## src/hw/sdram_ctrl_pkg.sv

```systemverilog
// shared geometry, cycle timing, command codes and refresh limits for the sdram controller
package sdram_ctrl_pkg;

  // --------------------------------------------------------------------------
  // geometry, x16 part with four banks
  // --------------------------------------------------------------------------
  typedef logic [1:0]  bank_t;   // bank select
  typedef logic [12:0] row_t;    // row address on A12..A0
  typedef logic [8:0]  col_t;    // word column, A0 of the pair added later
  typedef logic [3:0]  cmd_t;    // {csn, rasn, casn, wen}
  typedef logic [3:0]  credit_t; // outstanding refreshes

  // host address split
  localparam int BANK_LSB = 21;  // bank = addr[22:21]
  localparam int ROW_LSB  = 10;  // row = {addr[24:23], addr[20:10]}
  localparam int COL_LSB  = 2;   // col = addr[10:2]

  // --------------------------------------------------------------------------
  // command encodings
  // --------------------------------------------------------------------------
  localparam cmd_t CMD_NOP   = 4'b0111;
  localparam cmd_t CMD_ACT   = 4'b0011;
  localparam cmd_t CMD_READ  = 4'b0101;
  localparam cmd_t CMD_WRITE = 4'b0100;
  localparam cmd_t CMD_PRE   = 4'b0010; // A10 picks bank or all
  localparam cmd_t CMD_REF   = 4'b0001;
  localparam cmd_t CMD_MRS   = 4'b0000;

  // --------------------------------------------------------------------------
  // timing in clk cycles at 64 MHz, rounded up
  // --------------------------------------------------------------------------
  localparam int T_RP    = 2;   // precharge to act/ref
  localparam int T_RCD   = 2;   // act to read/write
  localparam int T_RFC   = 5;   // ref to anything
  localparam int T_WR    = 1;   // last write beat to next command
  localparam int T_MRD   = 2;   // mode set to anything
  localparam int CAS_LAT = 2;

  localparam int T_REFI    = 500; // average refresh interval
  localparam int INIT_WAIT = 100; // power-up hold with cke low, short for sim

  // mode register: write burst on, cas 2, sequential, burst of 2
  localparam logic [12:0] MODE_WORD = {3'b000, // reserved
                                       1'b0,   // programmed burst on writes
                                       2'b00,  // standard operation
                                       3'b010, // cas latency 2
                                       1'b0,   // sequential
                                       3'b001};

  // refresh credit thresholds
  localparam int REF_CREDITS_MAX  = 8;
  localparam int REF_FORCE_THRESH = 4; // refresh beats the host from here on
  localparam int REF_SOFT_THRESH  = 1; // refresh only while the host is quiet

  localparam int WAIT_W = 8; // shared wait counter, covers INIT_WAIT

endpackage

```

## src/hw/sdram_refresh_sched.sv

```systemverilog
// refresh credit scheduler, turns elapsed refresh intervals into soft and forced requests
module sdram_refresh_sched (
  input  logic clk,
  input  logic resetn,
  input  logic ref_done,  // sequencer issued one REF
  output logic ref_soft,
  output logic ref_force
);
  import sdram_ctrl_pkg::*;

  typedef logic [$clog2(T_REFI)-1:0] refi_t;

  refi_t   refi_cnt; // counts down one interval
  credit_t credits;
  logic    expire;

  assign expire = (refi_cnt == '0);

  always_ff @(posedge clk) begin
    if (!resetn) begin
      refi_cnt <= refi_t'(T_REFI - 1);
      credits  <= '0;
    end else begin
      refi_cnt <= expire ? refi_t'(T_REFI - 1) : refi_cnt - 1'b1; // T_REFI period
      // expiry and ref_done together cancel out
      if (expire && !ref_done && credits != credit_t'(REF_CREDITS_MAX)) begin
        credits <= credits + 1'b1;  // saturates at max
      end else if (ref_done && !expire && credits != '0) begin
        credits <= credits - 1'b1;
      end
    end
  end

  // request levels straight off the credit count
  assign ref_soft  = (credits >= credit_t'(REF_SOFT_THRESH));
  assign ref_force = (credits >= credit_t'(REF_FORCE_THRESH));

  // more than the cap means refreshes got lost on the way
  a_credit_cap : assert property (@(posedge clk) disable iff (!resetn)
    credits <= credit_t'(REF_CREDITS_MAX));

endmodule

```

## src/hw/sdram_row_tracker.sv

```systemverilog
// per-bank open row table, reports hit, bank open and any open for the addressed bank
module sdram_row_tracker (
  input  logic        clk,
  input  logic        resetn,
  input  logic [24:0] addr,
  input  logic        open_set,   // ACT went out for addr
  input  logic        close_bank, // bank PRE for addr
  input  logic        close_all,  // PRE with A10 set
  output logic        row_hit,
  output logic        bank_open,
  output logic        any_open
);
  import sdram_ctrl_pkg::*;

  bank_t      cur_bank;
  row_t       cur_row;
  logic [3:0] open_vld;    // one per bank
  row_t       open_row [4]; // row held open in each bank

  // same split as the sequencer
  assign cur_bank = addr[BANK_LSB +: $bits(bank_t)];
  assign cur_row  = {addr[24:BANK_LSB+2], addr[BANK_LSB-1:ROW_LSB]};

  // --------------------------------------------------------------------------
  // table update, one cycle after the strobe
  // --------------------------------------------------------------------------
  always_ff @(posedge clk) begin
    if (!resetn) begin
      open_vld <= '0;
    end else if (close_all) begin
      open_vld <= '0;
    end else if (open_set) begin
      open_vld[cur_bank] <= 1'b1;
    end else if (close_bank) begin
      open_vld[cur_bank] <= 1'b0;
    end
  end

  always_ff @(posedge clk) begin
    if (open_set) begin
      open_row[cur_bank] <= cur_row; // only meaningful while valid
    end
  end

  // lookup for the current host address
  assign bank_open = open_vld[cur_bank];
  assign row_hit   = bank_open && (open_row[cur_bank] == cur_row);
  assign any_open  = |open_vld;

  // sequencer opens and closes a bank in separate states
  a_set_close_excl : assert property (@(posedge clk) disable iff (!resetn)
    !(open_set && close_bank));

endmodule

```

## src/hw/sdram_cmd_seq.sv

```systemverilog
// sdram command sequencer, runs init, refresh, precharge, activate and the two-beat accesses
module sdram_cmd_seq (
  input  logic                  clk,
  input  logic                  resetn,
  // host side
  input  logic [24:0]           addr,
  input  logic [31:0]           din,
  input  logic [3:0]            wmask,  // 0 means read
  input  logic                  valid,
  output logic [31:0]           dout,
  output logic                  ready,  // one-cycle pulse
  // refresh scheduler
  input  logic                  ref_soft,
  input  logic                  ref_force,
  output logic                  ref_done,
  // row tracker
  input  logic                  row_hit,
  input  logic                  bank_open,
  input  logic                  any_open,
  output logic                  open_set,
  output logic                  close_bank,
  output logic                  close_all,
  // sdram pins, all registered
  output logic                  cke,
  output logic                  csn,
  output logic                  rasn,
  output logic                  casn,
  output logic                  wen,
  output sdram_ctrl_pkg::bank_t ba,
  output logic [12:0]           saddr,
  output logic [1:0]            dqm,
  output logic [15:0]           dq_out,
  output logic                  dq_oe,
  input  logic [15:0]           dq_in
);
  import sdram_ctrl_pkg::*;

  typedef enum logic [3:0] {
    INIT_RESET, INIT_CKE, INIT_PRE, INIT_REF0, INIT_REF1, INIT_MRS,
    IDLE, ACTIVATE, READ_CMD, READ_L, READ_H, WRITE_L, WRITE_H, REFRESH, WAIT
  } state_t;

  state_t              state;
  state_t              ret_state; // where WAIT goes next
  logic [WAIT_W-1:0]   wait_cnt;
  logic                pend_rdy;  // pulse ready when WAIT ends
  cmd_t                cmd;

  bank_t cur_bank;
  row_t  cur_row;
  col_t  cur_col;
  logic  is_read;

  assign cur_bank = addr[BANK_LSB +: $bits(bank_t)];
  assign cur_row  = {addr[24:BANK_LSB+2], addr[BANK_LSB-1:ROW_LSB]};
  assign cur_col  = addr[COL_LSB +: $bits(col_t)];
  assign is_read  = (wmask == 4'b0000);

  assign {csn, rasn, casn, wen} = cmd;

  // --------------------------------------------------------------------------
  // FSM, a wait of n keeps the next command n+1 cycles behind this one
  // --------------------------------------------------------------------------
  always_ff @(posedge clk) begin
    if (!resetn) begin
      state      <= INIT_RESET;
      ret_state  <= INIT_RESET;
      wait_cnt   <= '0;
      pend_rdy   <= 1'b0;
      ready      <= 1'b0;
      ref_done   <= 1'b0;
      open_set   <= 1'b0;
      close_bank <= 1'b0;
      close_all  <= 1'b0;
      cke        <= 1'b0;
      cmd        <= CMD_NOP;
      dqm        <= 2'b11;
      dq_oe      <= 1'b0;
    end else begin
      // pulses and pin defaults
      cmd        <= CMD_NOP;
      ready      <= 1'b0;
      ref_done   <= 1'b0;
      open_set   <= 1'b0;
      close_bank <= 1'b0;
      close_all  <= 1'b0;
      dq_oe      <= 1'b0;

      unique case (state)
        // power-up hold, cke low
        INIT_RESET: begin
          cke       <= 1'b0;
          wait_cnt  <= WAIT_W'(INIT_WAIT - 1);
          ret_state <= INIT_CKE;
          state     <= WAIT;
        end
        INIT_CKE: begin
          cke       <= 1'b1;
          wait_cnt  <= WAIT_W'(1); // a couple of NOPs with clock enabled
          ret_state <= INIT_PRE;
          state     <= WAIT;
        end
        INIT_PRE: begin
          cmd       <= CMD_PRE;
          saddr     <= 13'h0400;   // A10 set, all banks
          close_all <= 1'b1;
          wait_cnt  <= WAIT_W'(T_RP - 1);
          ret_state <= INIT_REF0;
          state     <= WAIT;
        end
        INIT_REF0: begin
          cmd       <= CMD_REF;    // no credit taken during init
          wait_cnt  <= WAIT_W'(T_RFC - 1);
          ret_state <= INIT_REF1;
          state     <= WAIT;
        end
        INIT_REF1: begin
          cmd       <= CMD_REF;
          wait_cnt  <= WAIT_W'(T_RFC - 1);
          ret_state <= INIT_MRS;
          state     <= WAIT;
        end
        INIT_MRS: begin
          cmd       <= CMD_MRS;
          ba        <= '0;
          saddr     <= MODE_WORD;
          wait_cnt  <= WAIT_W'(T_MRD - 1);
          ret_state <= IDLE;
          state     <= WAIT;
        end

        // arbitration, forced refresh first, soft one only with no host request
        IDLE: begin
          dqm <= 2'b11;
          if (ref_force || (ref_soft && !valid)) begin
            if (any_open) begin
              cmd       <= CMD_PRE;
              saddr     <= 13'h0400; // precharge all before REF
              close_all <= 1'b1;
              wait_cnt  <= WAIT_W'(T_RP - 1);
              ret_state <= REFRESH;
              state     <= WAIT;
            end else begin
              state <= REFRESH;
            end
          end else if (valid && !ready) begin // ready cycle still shows old request
            if (row_hit) begin
              state <= is_read ? READ_CMD : WRITE_L;  // row already open
            end else if (bank_open) begin
              cmd        <= CMD_PRE;  // other row open here, close it
              ba         <= cur_bank;
              saddr      <= 13'h0000; // A10 low, this bank only
              close_bank <= 1'b1;
              wait_cnt   <= WAIT_W'(T_RP - 1);
              ret_state  <= ACTIVATE;
              state      <= WAIT;
            end else begin
              state <= ACTIVATE;
            end
          end
        end

        ACTIVATE: begin
          cmd       <= CMD_ACT;
          ba        <= cur_bank;
          saddr     <= cur_row;
          open_set  <= 1'b1;
          wait_cnt  <= WAIT_W'(T_RCD - 1);
          ret_state <= is_read ? READ_CMD : WRITE_L;
          state     <= WAIT;
        end

        // read, low word CAS_LAT edges after READ, high word one later
        READ_CMD: begin
          cmd       <= CMD_READ;
          ba        <= cur_bank;
          saddr     <= {3'b000, cur_col, 1'b0}; // A10 low keeps the row open
          dqm       <= 2'b00;
          wait_cnt  <= WAIT_W'(CAS_LAT - 1);
          ret_state <= READ_L;
          state     <= WAIT;
        end
        READ_L: begin
          dout[15:0] <= dq_in;
          state      <= READ_H;
        end
        READ_H: begin
          dout[31:16] <= dq_in;
          ready       <= 1'b1;  // lands with the high word
          state       <= IDLE;
        end

        // write, low word with WRITE and high word on the NOP after it
        WRITE_L: begin
          cmd    <= CMD_WRITE;
          ba     <= cur_bank;
          saddr  <= {3'b000, cur_col, 1'b0};
          dqm    <= ~wmask[1:0]; // dqm high masks a byte
          dq_out <= din[15:0];
          dq_oe  <= 1'b1;
          state  <= WRITE_H;
        end
        WRITE_H: begin
          dqm       <= ~wmask[3:2];
          dq_out    <= din[31:16];
          dq_oe     <= 1'b1;
          wait_cnt  <= WAIT_W'(T_WR); // write recovery
          pend_rdy  <= 1'b1;
          ret_state <= IDLE;
          state     <= WAIT;
        end

        REFRESH: begin
          cmd       <= CMD_REF;
          ref_done  <= 1'b1;  // scheduler drops a credit
          wait_cnt  <= WAIT_W'(T_RFC - 1);
          ret_state <= IDLE;
          state     <= WAIT;
        end

        // shared delay, NOPs on the pins
        WAIT: begin
          wait_cnt <= wait_cnt - 1'b1;
          if (wait_cnt == WAIT_W'(1)) begin
            state    <= ret_state;
            ready    <= pend_rdy;
            pend_rdy <= 1'b0;
          end
        end

        default: state <= IDLE;
      endcase
    end
  end

  // --------------------------------------------------------------------------
  // checks
  // --------------------------------------------------------------------------
  // data pins driven only with WRITE or the beat right after it
  a_oe_write_only : assert property (@(posedge clk) disable iff (!resetn)
    dq_oe |-> (cmd == CMD_WRITE) || ($past(cmd) == CMD_WRITE));

  // ACT and REF only leave once the previous wait has run out
  a_act_ref_waited : assert property (@(posedge clk) disable iff (!resetn)
    (cmd == CMD_ACT || cmd == CMD_REF) |-> $past(wait_cnt) == '0);

endmodule

```

## src/hw/sdram_ctrl.sv

```systemverilog
// sdram controller top, connects scheduler, row tracker and sequencer to host and pins
module sdram_ctrl (
  input  logic                  clk,
  input  logic                  resetn,
  // host side
  input  logic [24:0]           addr,
  input  logic [31:0]           din,
  input  logic [3:0]            wmask,
  input  logic                  valid,
  output logic [31:0]           dout,
  output logic                  ready,
  // sdram pins, a board top adds the dq tristate
  output logic                  cke,
  output logic                  csn,
  output logic                  rasn,
  output logic                  casn,
  output logic                  wen,
  output sdram_ctrl_pkg::bank_t ba,
  output logic [12:0]           saddr,
  output logic [1:0]            dqm,
  output logic [15:0]           dq_out,
  output logic                  dq_oe,
  input  logic [15:0]           dq_in
);

  // scheduler <-> sequencer
  logic ref_soft;
  logic ref_force;
  logic ref_done;

  // tracker <-> sequencer
  logic row_hit;
  logic bank_open;
  logic any_open;
  logic open_set;
  logic close_bank;
  logic close_all;

  sdram_refresh_sched sdram_refresh_sched_i (
    .clk       (clk),
    .resetn    (resetn),
    .ref_done  (ref_done),
    .ref_soft  (ref_soft),
    .ref_force (ref_force)
  );

  sdram_row_tracker sdram_row_tracker_i (
    .clk        (clk),
    .resetn     (resetn),
    .addr       (addr),
    .open_set   (open_set),
    .close_bank (close_bank),
    .close_all  (close_all),
    .row_hit    (row_hit),
    .bank_open  (bank_open),
    .any_open   (any_open)
  );

  sdram_cmd_seq sdram_cmd_seq_i (
    .clk        (clk),
    .resetn     (resetn),
    .addr       (addr),
    .din        (din),
    .wmask      (wmask),
    .valid      (valid),
    .dout       (dout),
    .ready      (ready),
    .ref_soft   (ref_soft),
    .ref_force  (ref_force),
    .ref_done   (ref_done),
    .row_hit    (row_hit),
    .bank_open  (bank_open),
    .any_open   (any_open),
    .open_set   (open_set),
    .close_bank (close_bank),
    .close_all  (close_all),
    .cke        (cke),
    .csn        (csn),
    .rasn       (rasn),
    .casn       (casn),
    .wen        (wen),
    .ba         (ba),
    .saddr      (saddr),
    .dqm        (dqm),
    .dq_out     (dq_out),
    .dq_oe      (dq_oe),
    .dq_in      (dq_in)
  );

endmodule

```

## config.mk

```make
export PLATFORM = sky130hd
export DESIGN_NAME = sdram_ctrl
export DESIGN_NICKNAME = d
export VERILOG_FILES = /design/src/hw/sdram_ctrl_pkg.sv /design/src/hw/sdram_refresh_sched.sv /design/src/hw/sdram_row_tracker.sv /design/src/hw/sdram_cmd_seq.sv /design/src/hw/sdram_ctrl.sv
export SDC_FILE = /design/constraint.sdc
export NUM_CORES = 1
export LEC_CHECK = 0
export ABC_AREA = 1
export BUFFER_PORTS_ARGS = -buffer_cell sky130_fd_sc_hd__buf_4
export CAP_MARGIN = 20
export CELL_PAD_IN_SITES_DETAIL_PLACEMENT = 0
export CELL_PAD_IN_SITES_GLOBAL_PLACEMENT = 1
export CORE_ASPECT_RATIO = 0.5
export CORE_MARGIN = 2
export CORE_UTILIZATION = 37
export DETAILED_ROUTE_END_ITERATION = 8
export PLACE_DENSITY = 0.77
export SYNTH_ARGS = -nofsm -noshare
export SYNTH_HDL_FRONTEND = slang
export SYNTH_SLANG_ARGS = --single-unit
```

## constraint.sdc

```tcl
create_clock -name clk -period 2.35 [get_ports clk]
set_clock_uncertainty 0.2 [all_clocks]
set_input_delay 0.47 -clock clk [delete_from_list [all_inputs] [get_ports clk]]
set_output_delay 0.47 -clock clk [all_outputs]
set_load 0.01 [all_outputs]
```

; After elaboration in Yosys (flattened, before gate mapping)
; Memory sizes are Yosys's and may differ from the RTL's.
; Cells that the tools add are included.
; Widths: inputs -> output; s select.
[totals]
output_inout_bits = 72
mem_bits_rw = 52
regBits = 110
elab_cells = 172
memories = 1
[mem_list]
columns = memory, depth, word_bits, read_ports, rd_clocked_by_memory_dff, write_ports, line_no
row1 = sdram_row_tracker_i.open_row, 4, 13, 1, 0, 1, sdram_row_tracker.sv:18  ; row_t open_row [4];
[op_classes]
eq_ne = 26
bitwise_logic = 8
magnitude_cmp = 4
add_sub_neg = 4
reduce_logical = 47
n_mux = 61
[ops]
columns = op, count
row1 = $mux 4, 17
row2 = $mux 13, 5
row3 = $pmux 13 s5, 1
row4 = $mux 8, 5
row5 = $pmux 8 s5, 1
row6 = $pmux 4 s9, 1
row7 = $pmux 16 s2, 1
row8 = $eq 4x4->1 const B, 7
row9 = $pmux 4 s7, 1
row10 = $pmux 4 s5, 1
row11 = $eq 4x3->1 const B, 4
row12 = $eq 13x13->1, 1
row13 = $mux 1, 12
row14 = $mux 2, 6
row15 = $reduce_and 6->1, 2
row16 = $reduce_and 2->1, 5
row17 = $reduce_and 5->1, 2
row18 = $reduce_bool 2->1, 5
row19 = $reduce_bool 5->1, 2
row20 = $reduce_or 10->1, 1
row21 = $logic_not 9->1, 1
row22 = $reduce_bool 9->1, 1
row23 = $reduce_or 3->1, 3
row24 = $sub 9x1->9 const B, 1
row25 = 37 further kinds, 64

; Longest topological paths before layout
[depth]
depth_word = 8
mapped_depth = 18

; By module
; Synthesis repeated with hierarchy kept, for this count alone.
[hier_totals]
cells_unflattened = 799
hier_area_um2 = 7305.8
[modules_own_cells]
columns = module, seq_area_each_um2, area_per_inst_um2, cells_each, instances
row1 = sdram_cmd_seq, 2472.4, 3975.1, 422, 1
row2 = sdram_row_tracker, 1641.6, 2562.5, 273, 1
row3 = sdram_refresh_sched, 260.2, 768.2, 104, 1

; Worst setup path before layout
; Ideal clock, no wire load.
[synth_path]
kind = in2reg
start = in addr[22]
end = reg sdram_cmd_seq_i.saddr[0], enable pin
path_buffers = 2
path_stages = 15
setup_ns = 0.358
path_slack_ns = -0.225
arrival_time_ns = 2.017
path_cell_list = buf_2 inv_2 buf_4 nand2_1 nand2_1 nand2_1 nand2_1 nand3_1 nor2_1 nand2_1 nand2_1 nand2_4 nand2_1 nor2_1 o21a_1
[synth_between]
elab_chain_len = 5
elab_cells_between_ends = 8
classes_between = eq/ne (3) / mux (2) / reduce/logical (2) / memory (1)
[synth_rtl]
columns = item, line_no
row1 = "start, declared", sdram_ctrl.sv:6  ; input logic [24:0] addr,
row2 = $mem_v2 4x13 / $bmux 1 s2 (equally long branches), -
row3 = $eq 13x13->1 / $mux 1 (equally long branches), "sdram_row_tracker.sv:47, sdram_row_tracker.sv:46"
row4 = $logic_and 1x1->1, sdram_row_tracker.sv:47  ; assign row_hit = bank_open && (open_row[cur_bank] == cur_row);
row5 = $ne 3x2->1 (no source line), -
row6 = $reduce_and 6->1 (no source line) (*), -
row7 = "end signal, assigned", sdram_cmd_seq.sv:166  ; saddr <= cur_row;
row8 = "end signal, assigned", sdram_cmd_seq.sv:177  ; saddr <= {3'b000, cur_col, 1'b0};
row9 = "end signal, assigned", sdram_cmd_seq.sv:197  ; saddr <= {3'b000, cur_col, 1'b0};
row10 = "end, declared", sdram_cmd_seq.sv:30  ; output logic [12:0] saddr,
; Mark *: on every way between the ends. The rest lies on a longest branch, timed or not. The select of a mux whose other input is x is not followed.
; A chain may end at the register's enable or synchronous reset.

; Worst setup path in the final report
[layout_path]
start = in addr[21]
end = reg sdram_cmd_seq_i.saddr[0], enable pin
; The elaborated chain is that of the path after synthesis.

==> impl_metrics.prom <==
# TYPE chip_impl_metric gauge
chip_impl_info{name="outcome",value="complete, no violations"} 1
chip_impl_info{name="clock_tree.root_cell",value="clkbuf_16"} 1
chip_impl_metric{name="yosys_register_bits",unit=""} 161
chip_impl_metric{name="drv_slew",unit=""} 0
chip_impl_metric{name="required",unit="ns"} 2.27
chip_impl_info{name="crit_reg_reg_endpoint",value="sdram_cmd_seq_i.saddr[0]"} 1
chip_impl_metric{name="antenna-diode-count",unit=""} 0
chip_impl_metric{name="hpwl",unit="um"} 12900
chip_impl_metric{name="avgSynthCellArea",unit="um^2"} 9.13
chip_impl_metric{name="finish.cell_count_without_fillers",unit=""} 1251
chip_impl_metric{name="tightest_slew",unit="ns"} 0.563
chip_impl_metric{name="syn_to_final_growth",unit="%"} 37.3
chip_impl_metric{name="setup-violations-final",unit=""} 0
chip_impl_metric{name="reg2reg_depth",unit=""} 13
chip_impl_metric{name="grt_pass1_vias",unit=""} 5419
chip_impl_metric{name="num_rows",unit=""} 35
chip_impl_metric{name="dr.pass1.iters",unit=""} 5
chip_impl_metric{name="final_worst_hold_slack",unit="ns"} 0.0318
chip_impl_metric{name="timing.critical_path.fanout_max",unit=""} 13
chip_impl_info{name="worst-setup-path-type",value="in -> reg"} 1
chip_impl_metric{name="finalCriticalPeriod",unit="ns"} 2.24
chip_impl_metric{name="power_density_over_cell_area",unit="mW/mm^2"} 931
chip_impl_metric{name="post_synth_instance_area",unit="mm^2"} 0.00706
chip_impl_metric{name="synth_simple_gate_area_share",unit="%"} 24.9
chip_impl_metric{name="synthXorXnorAreaFrac",unit="%"} 0.372
chip_impl_metric{name="report.final.hold_viol_count",unit=""} 0
chip_impl_metric{name="drt_iter0_drc",unit=""} 380
chip_impl_metric{name="synth_mux_area_share",unit="%"} 0
chip_impl_metric{name="port_buffers",unit=""} 148
chip_impl_metric{name="routed-via-count",unit=""} 5781
chip_impl_metric{name="synthesis.yosys.warnings",unit=""} 0
chip_impl_metric{name="async_flop_share",unit="%"} 0
chip_impl_info{name="crit_path_end",value="sdram_cmd_seq_i.saddr[0]"} 1
chip_impl_metric{name="fillCellCount",unit=""} 1722
chip_impl_metric{name="antenna_found_initial",unit=""} 0
chip_impl_metric{name="ys_seq_area_share",unit="%"} 62.0
chip_impl_metric{name="placeableCoreArea",unit="mm^2"} 0.0186
chip_impl_metric{name="post_route_antenna_net_violation_count",unit=""} 0
chip_impl_metric{name="synthesis.nets",unit=""} 859
chip_impl_metric{name="dpl.cell_count",unit=""} 1214
chip_impl_metric{name="post_synth_edffs",unit=""} 115
chip_impl_metric{name="compound_gate_fraction_of_synth_area",unit="%"} 5.80
chip_impl_info{name="layout.cells.most_common",value="nand2_1"} 1
chip_impl_metric{name="pin_count",unit=""} 152
chip_impl_metric{name="dieArea",unit="mm^2"} 0.0203
chip_impl_info{name="synth_top_family_by_area",value="simple AND/OR/NAND/NOR gates"} 1
chip_impl_info{name="hold_path.startpoint",value="dq_in[8]"} 1
chip_impl_metric{name="ff_latch_area",unit="mm^2"} 0.00438
chip_impl_metric{name="final_design_instance_area_without_fill",unit="mm^2"} 0.00969
chip_impl_metric{name="number_of_different_library_cells_in_the_post_synthesis_netlist",unit=""} 40
chip_impl_metric{name="yosys.area_share.adder",unit="%"} 1.06
chip_impl_info{name="kind_of_end_point_of_the_critical_path",value="flip-flop"} 1
chip_impl_info{name="hold_path_class",value="in -> reg"} 1
chip_impl_metric{name="grt_use_total",unit="%"} 17.6
chip_impl_metric{name="detailed_place.area",unit="mm^2"} 0.00889
chip_impl_metric{name="wl_per_cell",unit="um"} 14.8
chip_impl_metric{name="cts_buffers",unit=""} 17
chip_impl_metric{name="cts.reportedPaths.clkPinSlew",unit="ns"} 0.07
chip_impl_metric{name="dieHeight",unit="um"} 102
chip_impl_metric{name="die_width",unit="um"} 199
chip_impl_metric{name="cts_hold_buf",unit=""} 0
chip_impl_metric{name="place_congestion",unit=""} 0.844
chip_impl_metric{name="htree_levels",unit=""} 4
chip_impl_metric{name="route.final.wire_length",unit="um"} 18500
chip_impl_info{name="crit_start",value="addr[21]"} 1
chip_impl_metric{name="post_route_cells_drive_above_1_share",unit="%"} 28.9
chip_impl_metric{name="max_slew_margin",unit="%"} 62.3
chip_impl_metric{name="ctsLongestPathBuffers",unit=""} 2
chip_impl_metric{name="netlist_instances",unit=""} 773
chip_impl_metric{name="multiInputGateArea",unit="mm^2"} 0.00239
chip_impl_metric{name="grt_start_max_net_pins",unit=""} 26
chip_impl_metric{name="drt_drc_violations_left",unit=""} 0
chip_impl_metric{name="timing.reg2reg.setup_slack",unit="ns"} 0.11
chip_impl_metric{name="grt_first_pass_wirelength",unit="um"} 27400
chip_impl_metric{name="clock_latency",unit="ns"} 0.43
chip_impl_metric{name="maxClockFrequency",unit="GHz"} 0.447
chip_impl_info{name="dominantRegCellSynth",value="edfxtp_1"} 1
chip_impl_metric{name="starting_density_of_the_core",unit="%"} 38.0
chip_impl_info{name="cts_tree",value="yes"} 1
chip_impl_metric{name="detail_route.vias_per_cell",unit=""} 4.62
chip_impl_metric{name="clock-sinks",unit=""} 161
chip_impl_metric{name="number_of_max_capacitance_violations_reported",unit=""} 0
chip_impl_info{name="final_cell_mix",value="269 x nand2_1, 192 x buf_4, 115 x edfxtp_1"} 1
chip_impl_info{name="worstReg2RegStart",value="sdram_refresh_sched_i.credits[0]"} 1
chip_impl_metric{name="power.leakage",unit="nW"} 4.24
chip_impl_metric{name="signal_arrival_time_at_the_worst_endpoint",unit="ns"} 2.15
chip_impl_metric{name="irDropWorstVdd",unit="mV"} 0.471
chip_impl_metric{name="final_min_period_over_clock_period",unit="%"} 95.1
chip_impl_info{name="crit_path_start_kind",value="input pin"} 1
chip_impl_metric{name="nNetsFinal",unit=""} 1065
chip_impl_metric{name="grt.overflow.total",unit=""} 0
[worst max-delay path: stages]
cell and delay [ns]:
buf_4 0.15, buf_12 0.15, buf_4 0.16, nand2_1 0.06
nand2_1 0.05, nand2_1 0.07, nand2_1 0.05, nand2_1 0.06
nand2_1 0.05, nand3_1 0.12, nor2_2 0.09, nand2_4 0.07
nand2_2 0.06, nand2_4 0.06, nand2_2 0.06, nor2_4 0.18
o21a_4 0.24
[state kept, by name, summed over array words and instances (netlist names), 2 cells and up, named ones only]
register / flops
sdram_cmd_seq_i.cmd: 3
sdram_refresh_sched_i.credits: 4
sdram_cmd_seq_i.saddr: 13
sdram_cmd_seq_i.wait_cnt: 8
sdram_cmd_seq_i.ba: 2
sdram_cmd_seq_i.dqm: 2
sdram_cmd_seq_i.ret_state: 4
sdram_cmd_seq_i.state: 4
sdram_cmd_seq_i.dout: 32
sdram_refresh_sched_i.refi_cnt: 9
sdram_row_tracker_i.open_row: 52
sdram_cmd_seq_i.dq_out: 16
[final cells by class]
type,count,share of cell area (%)
clock inverters,14,1.83
multi-input cells,511,24.6
well taps,259,3.34
inverters,85,3.38
flip-flops and latches,161,45.2
repair buffers,203,17.2
clock buffers,18,4.43
[metal layers]
| layer | global-route usage, % | share of wire (%) | vias up |
|---|---|---|---|
| met5 | 0 | 0 | - |
| met4 | 4.84 | 1.1 | 0 |
| met3 | 3.30 | 4.2 | 17 |
| met2 | 31.3 | 50 | 114 |
| met1 | 22.2 | 45 | 2704 |
| li1 | - | - | 2946 |
[through the flow]
step | setup TNS (ns) | setup WS, ns | util (%) | power (mW)
2_1_floorplan | 0 | 0.00757 | - | 5.10
3_3_place_gp | -6.06 | -0.292 | 47.9 | 6.00
3_5_place_dp | -7.49 | -0.329 | 47.9 | 6.06
4_1_cts | 0 | 0.000529 | 51.2 | 8.96
5_1_grt | -0.000130 | -0.000130 | 52.2 | 9.50
6_report | 0 | 0.115 | 52.2 | 9.02
[synth_stat cells (2+ instances only)]
cell	count	area share, %
xnor2_1	2	0.25
buf_2	6	0.43
or2_2	8	0.71
nor2_2	3	0.27
o22ai_1	3	0.27
edfxtp_1	115	49
nand4_1	8	0.71
nand3_1	34	2.4
o211ai_1	2	0.21
nor3_1	9	0.64
clkbuf_1	7	0.37
a21oi_1	35	2.5
ha_1	6	1.1
nor2_1	73	3.9
o21ai_1	2	0.14
o21ai_0	28	2.0
inv_1	74	3.9
buf_4	2	0.21
nand3b_1	2	0.21
o221ai_1	2	0.25
inv_2	9	0.48
nor4_1	3	0.27
buf_6	2	0.32
nand2_1	276	15
clkinv_1	2	0.11
dfxtp_1	46	13
[logic make-up after synthesis]
logic type	count (synthesis)
compound gates	76
fa+ha+maj	6
simple gates	424
other cells	1
flops	161
xor+xnor	3
buf+inv	102
[how the worst min path moves through the flow]
stage | endpoint | cells after the start
final | sdram_cmd_seq_i.dout[24] | 1
after global routing | sdram_cmd_seq_i.dout[10] | 1
after CTS | sdram_cmd_seq_i.dout[12] | 1
after detailed placement | sdram_refresh_sched_i.refi_cnt[0] | 1
after global placement | sdram_refresh_sched_i.refi_cnt[0] | 1
after floorplan | sdram_refresh_sched_i.refi_cnt[0] | 1
[power breakdown]
group	leakage, nW	switching, mW	internal [mW]	total (mW)
logic	2.53	1.57	1.04	2.61
registers	1.42	0.125	3.38	3.50
clock network	0.292	1.21	1.69	2.91
total	4.24	2.91	6.11	9.02
[repair_timing]
action / 4_1_cts / 5_1_grt
resized for setup: 0 / 38
setup endpoints to repair: 0 / 46
setup buffers: 0 / 3
(Power assumes the default switching activity.)
